[src/rtl/rv32_branch_pkg.sv]
package rv32_branch_pkg;

    // Branch decision against a zero test of the execute result
    typedef enum logic [1:0] {
        BRANCH_NEVER    = 2'b00,
        BRANCH_ZERO     = 2'b01,
        BRANCH_NON_ZERO = 2'b10,
        BRANCH_ALWAYS   = 2'b11
    } branch_op_t;

endpackage

[src/rtl/rv32_mem_pkg.sv]
package rv32_mem_pkg;

    import rv32_branch_pkg::*;

    // Access width of a load or store
    // The code 2'b11 is never issued
    typedef enum logic [1:0] {
        MEM_WIDTH_WORD = 2'b00,
        MEM_WIDTH_HALF = 2'b01,
        MEM_WIDTH_BYTE = 2'b10
    } mem_width_t;

    // One instruction as it leaves execute
    typedef struct packed {
        logic       read;
        logic       write;
        mem_width_t width;
        logic       zero_extend;  // Zero- instead of sign-extend on loads
        branch_op_t branch_op;
        logic [4:0] rd;
        logic       rd_write;
        logic [31:0] result;      // ALU result and also the address
        logic [31:0] rs2_value;   // Store data
        logic [31:0] branch_pc;
    } ex_mem_t;

    typedef struct packed {
        logic [4:0]  rd;
        logic        rd_write;
        logic [31:0] rd_value;
    } mem_wb_t;

endpackage

[src/rtl/rv32_ex_mem_reg.sv]
`timescale 1ns/1ps

module rv32_ex_mem_reg (
    input  logic                  clk,
    input  logic                  reset,
    input  logic                  stall,
    input  rv32_mem_pkg::ex_mem_t issue,
    output rv32_mem_pkg::ex_mem_t ex_mem
);
    import rv32_mem_pkg::*;
    import rv32_branch_pkg::*;

    always_ff @(posedge clk) begin
        if (reset) begin
            ex_mem.read      <= 1'b0;
            ex_mem.write     <= 1'b0;
            ex_mem.rd_write  <= 1'b0;
            ex_mem.branch_op <= BRANCH_NEVER;
        end else if (!stall) begin
            ex_mem <= issue;
        end
    end

    // Memory records must carry one of the three legal widths
    width_legal_a: assert property (
        @(posedge clk) disable iff (reset)
        (ex_mem.read || ex_mem.write) |-> (ex_mem.width != 2'b11)
    );

endmodule

[config.mk]
export PLATFORM = sky130hd
export DESIGN_NAME = rv32_ex_mem_reg
export DESIGN_NICKNAME = d
export VERILOG_FILES = /design/src/rtl/rv32_branch_pkg.sv /design/src/rtl/rv32_mem_pkg.sv /design/src/rtl/rv32_ex_mem_reg.sv
export SDC_FILE = /design/constraint.sdc
export NUM_CORES = 1
export LEC_CHECK = 0
export ABC_AREA = 1
export BUFFER_PORTS_ARGS = -buffer_cell sky130_fd_sc_hd__buf_2
export CORE_ASPECT_RATIO = 1.5
export CORE_MARGIN = 2
export CORE_UTILIZATION = 40
export DETAILED_ROUTE_END_ITERATION = 8
export PLACE_DENSITY = 0.77
export SLEW_MARGIN = 20
export SYNTH_ARGS = -nofsm -noshare
export SYNTH_HDL_FRONTEND = slang
export SYNTH_SLANG_ARGS = --single-unit
[constraint.sdc]
create_clock -name clk -period 7.2 [get_ports clk]
set_input_delay 0.36 -clock clk [delete_from_list [all_inputs] [get_ports clk]]
set_output_delay 0.36 -clock clk [all_outputs]
set_load 0.01 [all_outputs]
==> run metrics <==
CP Capture Type flop; Synth area leader edfxtp_1; Fin. Hold Viols 0; Rows 40; Remaining Overflow, GRT 0; Avg WL per Cell around 16 um; Hold EP ex_mem[37]; Cells after Synth approximately 140; die area about 0.0091 sq mm; Critical Path AT approximately 2.1 ns; number of DRC markers in iteration 0 just over 100; CTS Root Buffer Type clkbuf_16; Sequential Power Share a little over half; post-place setup slack 4.65 ns; Pwr Total 0.00137 W; switching pwr between 0.0002 and 0.0003 W; Crit Path Max Fanout 71; # nets final 480; final std cells w/o fill 478; Final WS setup roughly 5.1 ns; GPL Wtd Cong 0.750; commonest non-fill, non-tap cells in the layout buf_2 (220), edfxtp_1 (104), nand2_1 (9), clkbuf_16 (9); setup repair bufs after CTS 0; minimum clock period ~2.1 ns; r2r endpoint ex_mem[96]; I/O pin total between 200 and 250; crit start category input pin; Slew headroom between 40% and 50%; Syn Area/Cell 24.4 sq um; outcome finished, final reports clean; htree depth 3; Initial Util between 40% and 50%; Clock Latency Late Sink 0.33 ns; Yosys warning count 0; Longest Clk Path Bufs 2; Detailed Route WL about 7600 um; CP required slightly above 7 ns; mapped cell area between 0.003 and 0.004 sq mm; commonest non-fill, non-tap cell in the layout buf_2; die height around 120 um; routed via count 2,069; Vias/cell 4.33; setup_tns 0 ns; final critical-path share of the clock period 29.7%; Worst Reg-to-Reg Cells 4; Largest Register ex_mem; RSZ-0062 raised after global routing no; Layout Skew 0 ns; Comb pwr share ~8.1%; largest net degree at the start of global routing just over 70; total CTS buffers 9; Setup violations, final 0; flip-flop count of the largest register after layout 109; #FFs+latches synth between 100 and 150; area fraction of the dominant cell type after synthesis around 93%; Max Fclk roughly 470 MHz; hold path startpoint issue[37]; core area approximately 0.008 sq mm; Clk pin slew, worst setup/hold paths approximately 0.070 ns; ant diodes 0; Cells on Worst Hold Path 1; first-pass GRT wire length between 10,000 and 15,000 um; final antenna-violating net count 0; Tot GR Track Use roughly 16%; Synth area leaders edfxtp_1 (93%), dfxtp_1 (3.0%), nand2_1 (1.0%), nor2_1 (0.78%), nor2_2 (0.75%); layout cells sized above 1 around two thirds; final core utilization around 60%; clock sink count approximately 110; Cells after DPL around 460; Syn Nets 249; first drt pass iteration count 4; R2R Path Start ex_mem[96]; Pwr Density 279 mW/mm^2; CTS tree built; # DRC 0; Seq/Total Area, Yosys about 96%; Sw Share 20.1%; Internal 0.00109 W; Worst Hold Class input pin to flop; Post-CTS Resized 0; PortBufs 220; Area Growth Syn to Fin 46.3%; initial antenna violation count 0; critical path type input pin to flop; clock share of power a little under two fifths; LEAKAGE 2.12 nW; CTS Hold Bufs 0; R2R setup slack 6.54 ns; Yosys cell types 8; Peak VDD IR ~0.00018 V; vias in the first global route 2,067; max-slew violation count 0; Die X-Extent about 79 um; top flop regs ex_mem (109); max capacitance violation total 0; Worst-Margin Slew 0.876 ns; DP HPWL just under 6000 um
## power by group through the flow
stage / Clock [W] / Sequential (W) / Combinational (W)
after global placement: 0 / 0.000764 / 0.000110
after CTS: 0.000520 / 0.000752 / 0.000113
after global routing: 0.000540 / 0.000755 / 0.000120
after floorplan: 0 / 0.000793 / 0.0000137
final: 0.000507 / 0.000751 / 0.000111
after detailed placement: 0 / 0.000765 / 0.000113
## worst max path at each step
stage	startpoint	end	slack, ns	cells past startpoint
after floorplan	stall	ex_mem[0]	1.82	2
after global placement	stall	ex_mem[31]	4.74	3
after detailed placement	stall	ex_mem[54]	4.65	3
after CTS	stall	ex_mem[98]	5.01	3
after global routing	stall	ex_mem[94]	4.86	3
final	stall	ex_mem[104]	5.06	3
## metrics by stage
stage	cell area [sq um]	hold WS, ns
after CTS	4900	0.180
after detailed placement	4580	0.533
after global placement	4580	0.506
after global routing	4900	0.175
final	4900	0.194
after floorplan	3350	0.459
## worst max-delay path, cell delays in order
cell	delay, ns
buf_2	0.18
nor2_4	0.71
buf_4	0.82
## routing by layer
metal | up-vias | GRT usage, % | wire [um]
met1 | 956 | 17.5 | 2600
met5 | - | 0 | 0
met2 | 118 | 26.8 | 4130
met4 | 0 | 10.4 | 211
li1 | 978 | - | -
met3 | 17 | 5.61 | 620
## layout make-up
class,count,area (sq um)
Sequential cell,109,3220
Fill cell,635,3160
Timing Repair Buffer,221,1110
Clock buffer,9,225
Tap cell,105,131
Multi-Input combinational cell,21,98.8
Clock inverter,7,90.1
Inverter,6,22.5
## cells by family (layout without fill, tap and decap cells)
family / count (synthesis) / in the layout / share of synthesized area, %
flops: 109 / 109 / 96.3
simple gates: 21 / 21 / 2.73
buf+inv: 7 / 243 / 1.01
## synthesized netlist by cell type
library cell / number
edfxtp_1: 104
nand2_1: 9
nor2_1: 7
inv_1: 6
dfxtp_1: 5
nor2_2: 4
buf_6: 1
nand2_2: 1
Note: power is estimated with default switching activity, not from simulation.
