## config.mk

```make
export PLATFORM = sky130hd
export DESIGN_NAME = rv32_mem
export DESIGN_NICKNAME = d
export VERILOG_FILES = /design/src/rtl/rv32_branch_pkg.sv /design/src/rtl/rv32_mem_pkg.sv /design/src/rtl/rv32_branch.sv /design/src/rtl/rv32_mem.sv
export SDC_FILE = /design/constraint.sdc
export NUM_CORES = 1
export LEC_CHECK = 0
export ABC_AREA = 1
export BUFFER_PORTS_ARGS = -buffer_cell sky130_fd_sc_hd__buf_2
export CAP_MARGIN = 40
export CORE_AREA = 3 3 108 110
export CTS_CLUSTER_DIAMETER = 40
export DETAILED_ROUTE_END_ITERATION = 8
export DIE_AREA = 0 0 111 113
export HOLD_SLACK_MARGIN = 0.12
export PLACE_DENSITY_LB_ADDON = 0.08
export SYNTH_ARGS = -nofsm -noshare
export SYNTH_HDL_FRONTEND = slang
export SYNTH_SLANG_ARGS = --single-unit
```

## constraint.sdc

```tcl
create_clock -name clk -period 3.8 [get_ports clk]
set_input_delay 0.38 -clock clk [delete_from_list [all_inputs] [get_ports clk]]
set_output_delay 0.38 -clock clk [all_outputs]
set_load 0.02 [all_outputs]
```

## src/rtl/rv32_branch_pkg.sv

```systemverilog
package rv32_branch_pkg;

    // Branch decision against a zero test of the execute result
    typedef enum logic [1:0] {
        BRANCH_NEVER    = 2'b00,
        BRANCH_ZERO     = 2'b01,
        BRANCH_NON_ZERO = 2'b10,
        BRANCH_ALWAYS   = 2'b11
    } branch_op_t;

endpackage

```

## src/rtl/rv32_mem_pkg.sv

```systemverilog
package rv32_mem_pkg;

    import rv32_branch_pkg::*;

    // Access width of a load or store
    // The code 2'b11 is never issued
    typedef enum logic [1:0] {
        MEM_WIDTH_WORD = 2'b00,
        MEM_WIDTH_HALF = 2'b01,
        MEM_WIDTH_BYTE = 2'b10
    } mem_width_t;

    // One instruction as it leaves execute
    typedef struct packed {
        logic       read;
        logic       write;
        mem_width_t width;
        logic       zero_extend;  // Zero- instead of sign-extend on loads
        branch_op_t branch_op;
        logic [4:0] rd;
        logic       rd_write;
        logic [31:0] result;      // ALU result and also the address
        logic [31:0] rs2_value;   // Store data
        logic [31:0] branch_pc;
    } ex_mem_t;

    typedef struct packed {
        logic [4:0]  rd;
        logic        rd_write;
        logic [31:0] rd_value;
    } mem_wb_t;

endpackage

```

## src/rtl/rv32_branch.sv

```systemverilog
`timescale 1ns/1ps

module rv32_branch (
    input  rv32_branch_pkg::branch_op_t op,
    input  logic [31:0]                 result,
    output logic                        taken
);
    import rv32_branch_pkg::*;

    logic result_zero;

    assign result_zero = (result == 32'd0);

    always_comb begin
        case (op)
            BRANCH_NEVER:    taken = 1'b0;
            BRANCH_ZERO:     taken = result_zero;
            BRANCH_NON_ZERO: taken = !result_zero;
            BRANCH_ALWAYS:   taken = 1'b1;
            default:         taken = 1'b0;
        endcase
    end

endmodule

```

## src/rtl/rv32_mem.sv

```systemverilog
`timescale 1ns/1ps

module rv32_mem (
    input  logic                  clk,
    input  logic                  reset,
    input  logic                  stall,
    input  logic                  flush,
    input  rv32_mem_pkg::ex_mem_t ex_mem,
    input  logic [31:0]           mem_read_value,
    output logic [31:0]           mem_addr,
    output logic [31:0]           mem_write_value,
    output logic [3:0]            mem_write_mask,
    output logic                  branch_taken,
    output logic [31:0]           branch_pc,
    output rv32_mem_pkg::mem_wb_t wb
);
    import rv32_mem_pkg::*;

    logic [1:0]  offset;
    logic [15:0] load_half;
    logic [7:0]  load_byte;
    logic [31:0] load_value;

    rv32_branch branch_i (
        .op     (ex_mem.branch_op),
        .result (ex_mem.result),
        .taken  (branch_taken)
    );

    assign branch_pc = ex_mem.branch_pc;
    assign mem_addr  = ex_mem.result;
    assign offset    = ex_mem.result[1:0];

    // Offset 0 is the top lane and mask bit 3 covers bits 31:24
    always_comb begin
        mem_write_value = ex_mem.rs2_value;
        mem_write_mask  = 4'b0000;
        if (ex_mem.write) begin
            case (ex_mem.width)
                MEM_WIDTH_WORD: begin
                    mem_write_mask = 4'b1111;
                end
                MEM_WIDTH_HALF: begin
                    mem_write_value = {2{ex_mem.rs2_value[15:0]}};
                    mem_write_mask  = offset[1] ? 4'b0011 : 4'b1100;
                end
                MEM_WIDTH_BYTE: begin
                    mem_write_value = {4{ex_mem.rs2_value[7:0]}};
                    mem_write_mask  = 4'b1000 >> offset;
                end
                default: begin
                    mem_write_mask = 4'b0000;
                end
            endcase
        end
    end

    assign load_half = offset[1] ? mem_read_value[15:0] : mem_read_value[31:16];

    always_comb begin
        case (offset)
            2'b00:   load_byte = mem_read_value[31:24];
            2'b01:   load_byte = mem_read_value[23:16];
            2'b10:   load_byte = mem_read_value[15:8];
            default: load_byte = mem_read_value[7:0];
        endcase
    end

    always_comb begin
        case (ex_mem.width)
            MEM_WIDTH_HALF: begin
                load_value = {{16{!ex_mem.zero_extend && load_half[15]}}, load_half};
            end
            MEM_WIDTH_BYTE: begin
                load_value = {{24{!ex_mem.zero_extend && load_byte[7]}}, load_byte};
            end
            default: begin
                load_value = mem_read_value;
            end
        endcase
    end

    always_ff @(posedge clk) begin
        if (reset) begin
            wb.rd_write <= 1'b0;
        end else if (!stall) begin
            wb.rd       <= ex_mem.rd;
            wb.rd_write <= ex_mem.rd_write && !flush; // Flushed record still stores
            wb.rd_value <= ex_mem.read ? load_value : ex_mem.result;
        end
    end

    half_aligned_a: assert property (
        @(posedge clk) disable iff (reset)
        ((ex_mem.read || ex_mem.write) && ex_mem.width == MEM_WIDTH_HALF)
            |-> !ex_mem.result[0]
    );

    word_aligned_a: assert property (
        @(posedge clk) disable iff (reset)
        ((ex_mem.read || ex_mem.write) && ex_mem.width == MEM_WIDTH_WORD)
            |-> (ex_mem.result[1:0] == 2'b00)
    );

    // A single record is either a load or a store
    read_write_excl_a: assert property (
        @(posedge clk) disable iff (reset)
        !(ex_mem.read && ex_mem.write)
    );

endmodule

```

==> out/metrics.cfg, run 1 <==
[placement]
gp_congestion = 0.8970
dp_cells = 749
dp_hpwl_um = 9929
port_buffers = 219

[power_and_ir_drop]
leakagePower_nw = 2.172
ir_worst_vdd_v = 0.0001520
power_density_mw_per_mm2 = 318.7

[grt]
grt_util_met3_pct = 4.866
use_met2_pct = 31.07
grt_pass1_wl_um = 18150
grt_usage_pct = 18.32
grt_use_met1_pct = 22.88
grt_max_degree = 26
grt.overflow.total = 0
top_usage_layer = met2
grt_pass1_vias = 3335
antenna_found_initial = 0

[timing]
tightest_slew_ns = 0.8411
rsz0062_at_grt = false
hold_viol = 0
fin_crit_ns = 2.975
fin_worst_skew_ns = 0
relSlewSlack_pct = 43.87
setup_tns_ns = 0
timing.fmax_ghz = 0.3361
post-route-period-util_pct = 78.29
maxSlewViolCount = 0
setup_violations = 0

[synthesis]
synth_area_leader_cell = edfxtp_1
synthCells = 474
synth_cell_types = 25
synth-seq-cells = 38
synth-seq-area-share_pct = 33.81
syn-cell-area_mm2 = 0.003346
synth_area_per_cell_um2 = 7.058
yosys-top-cells-area = edfxtp_1, buf_4, nand2_1
synth_nets = 623
synth_top_area_share_pct = 33.21
ys_warn_count = 0

[layout]
diodes = 0
drive_above_1_share_pct = 41.65
largest_reg_flops = 38
top_regs = wb: 38 flops
syn_to_final_growth_pct = 23.93
final_common_cell = buf_2
instances_no_fill = 757
nNetsFinal = 765
regMostFlops = wb
final_cell_mix = buf_2, nand2_1, nor2_1

[route]
num_vias = 3502
wl_per_cell_um = 15.96
drcViolationCount = 0
first_pass_iters = 4
ant_nets = 0
drt-initial-drc-count = 154
vias_per_cell = 4.626
routed_wl_um = 12080

[die]
die_x_um = 111
design.portCount = 284
die_y_um = 113
start_util_pct = 31.00
core.rowCount = 38
die_area_mm2 = 0.01254
coreArea_mm2 = 0.01079

[clocking]
postCtsHoldBufs = 0
numCtsBuffers = 5
path_clk_slew_ns = 0.08
post-cts-setup-buffer-count = 0
h-tree-depth = 2
insertion_delay_ns = 0.28
postCtsResizedCells = 0
clockRootBuffer = clkbuf_8
cts_buffer_depth = 2
cts_num_sinks = 38
cts_tree = done

[critical_path]
critPathArrivalTime_ns = 2.60
required_ns = 3.42
critPathCaptureType = output port
path_max_fanout = 17
critPathLaunchType = input port
critPathKind = input port to output port

[worst_hold_path]
hold_class = input port to flop

[run_status]
status = finished clean

[job]
max_cap_viol_count = 0

where the power goes:
| group | internal [mW] | switching (mW) |
|---|---|---|
| Sequential | 0.500 | 0.00782 |
| Combinational | 0.158 | 0.309 |
| Clock | 0.193 | 0.153 |
synth_stat cells, drive strengths merged:
master  count
nor2       54
nand3b      2
buf        78
o21ai      34
nand3       3
dfxtp       1
edfxtp     37
nand4       1
nand2     138
clkbuf      9
a31oi       2
inv        45
a21oi      58
o22ai       8
ha          4
critical path, stage by stage:
cell     delay [ns]
buf_2          0.10
inv_1          0.06
ha_1           0.52
nand2_2        0.28
inv_1          0.41
o21ai_0        0.36
o21ai_0        0.28
buf_2          0.20
cell families (layout without fill, tap and decap cells):
family	count (synthesis)	in the layout	share of synthesized area, %
fa+ha+maj	4	4	1.496
buf+inv	132	275	23.86
compound gates	102	102	17.09
simple gates	198	198	23.75
flops	38	38	33.81
per-layer routing:
metal,part of all wire (%),vias to the layer above
li1,-,1739
met1,40,1554
met2,49,179
met3,9.4,30
met4,2.2,0
met5,0,-
final timing paths:
| path | cells past startpoint | end | startpoint | slack [ns] |
|---|---|---|---|---|
| max reg2reg | 2 | wb[32] | wb[32] | 3.23 |
| min | 1 | wb[34] | ex_mem[98] | 0.26 |
| min reg2reg | 2 | wb[32] | wb[32] | 0.46 |
| max | 8 | mem_write_value[16] | ex_mem[105] | 0.82 |
through the flow:
| stage | utilization, % | worst slack (ns) | instance area (µm²) | total power [mW] | hold WS (ns) |
|---|---|---|---|---|---|
| final | 38.42 | 0.8249 | 4146 | 1.321 | 0.2647 |
| after global routing | 38.42 | 0.5226 | 4146 | 1.396 | 0.2570 |
| after CTS | 38.42 | 0.8091 | 4146 | 1.338 | 0.2560 |
| after detailed placement | 37.41 | 0.8339 | 4038 | 0.9885 | 0.4561 |
| after global placement | 37.16 | 0.9529 | 4010 | 0.9844 | 0.4416 |
| after floorplan | - | 1.390 | 3346 | 0.8695 | 0.4789 |
final cells by class:
class / instances / area [µm²]
Multi-Input combinational cell: 304 / 1424
Clock inverter: 3 / 40.04
Inverter: 45 / 168.9
Sequential cell: 38 / 1131
Fill cell: 1217 / 6646
Timing Repair Buffer: 222 / 1139
Tap cell: 140 / 175.2
Clock buffer: 5 / 68.82
Power figures use the tool's default switching activity.
==> inputs of run 2 (changes only) <==
ABC_AREA = 0   (was 1)
clock period = 2.5 ns   (was 3.8 ns; I/O delays follow)
==> run 2 against run 1 <==
Synthesized area fell by 0.64%. Critical path depth down 1. Register-to-register slack got worse by 1.3 ns. First-iteration DRC count rose by 22%. Sequential power increased by 53%. Utilization fell by 0.27 points. Die area unchanged. Routed wire length is 3.3% higher. Critical endpoint is now mem_write_value[13]. Largest power group unchanged.
==> out/metrics.cfg, run 2 <==
[clocking]
clockRootBuffer = clkbuf_8
cts_tree = done
insertion_delay_ns = 0.28
numCtsBuffers = 5
post-cts-setup-buffer-count = 0
h-tree-depth = 2
cts_buffer_depth = 2
postCtsResizedCells = 0
postCtsHoldBufs = 0
path_clk_slew_ns = 0.07
cts_num_sinks = 38

[layout]
regMostFlops = wb
drive_above_1_share_pct = 49.53
diodes = 0
final_common_cell = buf_2
multi_input_area_mm2 = 0.001511
top_regs = wb: 38 flops
regArea_mm2 = 0.001131
stdcell_area_mm2 = 0.004118
syn_to_final_growth_pct = 23.86
nNetsFinal = 677
num-fill-cells = 1136
final_cell_mix = buf_2, edfxtp_1, nand2_1
largest_reg_flops = 38

[die]
die_x_um = 111
design.portCount = 284
coreArea_mm2 = 0.01079
die_y_um = 113
die_area_mm2 = 0.01254
core.rowCount = 38
start_util_pct = 30.80

[synthesis]
synthCells = 388
syn-cell-area_mm2 = 0.003324
ys.flop_type = edfxtp_1
synth_edf_count = 37
synth-seq-area-share_pct = 34.02
synth_top_area_share_pct = 33.42
yosysMostFrequentCell = buf_4
synth_area_per_cell_um2 = 8.568
synth-seq-cells = 38
synth_area_leader_cell = edfxtp_1
synthTopCellsByCount = buf_4, edfxtp_1, nand2_1
async_reset_ff_share_pct = 0
synth_nets = 537
yosys-top-cells-area = edfxtp_1, buf_4, o21ai_0
synth_cell_types = 39
ys_warn_count = 0

[run_status]
status = finished clean

[placement]
dp_hpwl_um = 10290
placed_area_mm2 = 0.004026
port_buffers = 219
gp_congestion = 0.8253

[timing]
maxSlewViolCount = 0
rsz0062_at_grt = false
tightest_slew_ns = 0.5809
setup_violations = 0
setup_tns_ns = 0
relSlewSlack_pct = 61.28
fin_worst_skew_ns = 0
timing.fmax_ghz = 0.4818
post-route-period-util_pct = 83.02
hold_viol = 0
fin_crit_ns = 2.075

[route]
num_vias = 3331
drcViolationCount = 0
wl_per_cell_um = 18.66
first_pass_iters = 4
ant_nets = 0
drt-initial-drc-count = 188
routed_wl_um = 12480
vias_per_cell = 4.979

[power_and_ir_drop]
ir_worst_vdd_v = 0.0001983
power_density_mw_per_mm2 = 478.3
leakagePower_nw = 1.933

[critical_path]
critPathArrivalTime_ns = 1.83
r2r-start = wb[32]
required_ns = 2.25
critPathKind = input port to output port
path_max_fanout = 12
critPathCaptureType = output port
critPathLaunchType = input port
startpoint = ex_mem[105]

[grt]
grt_usage_pct = 18.90
grt_pass1_vias = 3276
grt_max_degree = 38
grt.overflow.total = 0
grt_pass1_wl_um = 18570
antenna_found_initial = 1

[job]
max_cap_viol_count = 0

[worst_hold_path]
hold_class = input port to flop
hp-start = ex_mem[101]

==> run 2: path summary, 6_finish.rpt <==
check                                            to  cells after the start  slack (ns)
worst max-delay path            mem_write_value[13]                      7        0.42
worst min-delay path                         wb[37]                      1        0.14
worst max register to register               wb[32]                      2        1.91
worst min register to register               wb[32]                      2        0.52
==> run 2: stage by stage <==
step                utilization [%]  hold slack [ns]  setup WS, ns  total power, mW  instances
global route                  38.15           0.1239        0.2908            2.088        669
finish                        38.15           0.1386        0.4245            1.970        669
detailed placement            37.31           0.4285        0.3803            1.553        661
global placement              37.31           0.4276        0.4531            1.549        661
CTS                           38.15           0.1276        0.4257            1.998        669
floorplan                         -           0.3224        0.2510            1.353        388
==> run 2: area by class of cell <==
cell class	count	area share [%]
Timing Repair Buffer	231	28.81
Sequential cell	38	27.47
Clock buffer	7	2.097
Multi-Input combinational cell	246	36.71
Inverter	6	0.5469
Clock inverter	1	0.1215
Tap cell	140	4.254
==> run 2: where the power goes <==
group | internal [mW] | switching [mW] | leakage, nW | total [mW]
logic | 0.279 | 0.477 | 1.54 | 0.756
registers | 0.765 | 0.0115 | 0.349 | 0.777
clock network | 0.223 | 0.214 | 0.0482 | 0.436
==> run 2: kinds of logic after synthesis <==
kind of cell	after synthesis	synth area share, %
buf+inv	104	20.74
compound gates	93	18.37
mux	11	4.027
fa+ha+maj	4	1.506
flops	38	34.02
simple gates	138	21.34
==> run 2: per-layer routing <==
metal / up-vias / global-route usage [%] / part of all wire [%]
met5: - / 0 / 0.10
met4: 2 / 6.158 / 2.4
met3: 38 / 6.417 / 9.9
met2: 157 / 31.31 / 48
met1: 1541 / 23.21 / 40
li1: 1593 / - / -
==> run 2: critical path, stage by stage <==
cell and delay, ns:
buf_2 0.11, inv_1 0.06, ha_1 0.30, nand2_1 0.24, or2_2 0.45, a22o_1 0.24, buf_2 0.17
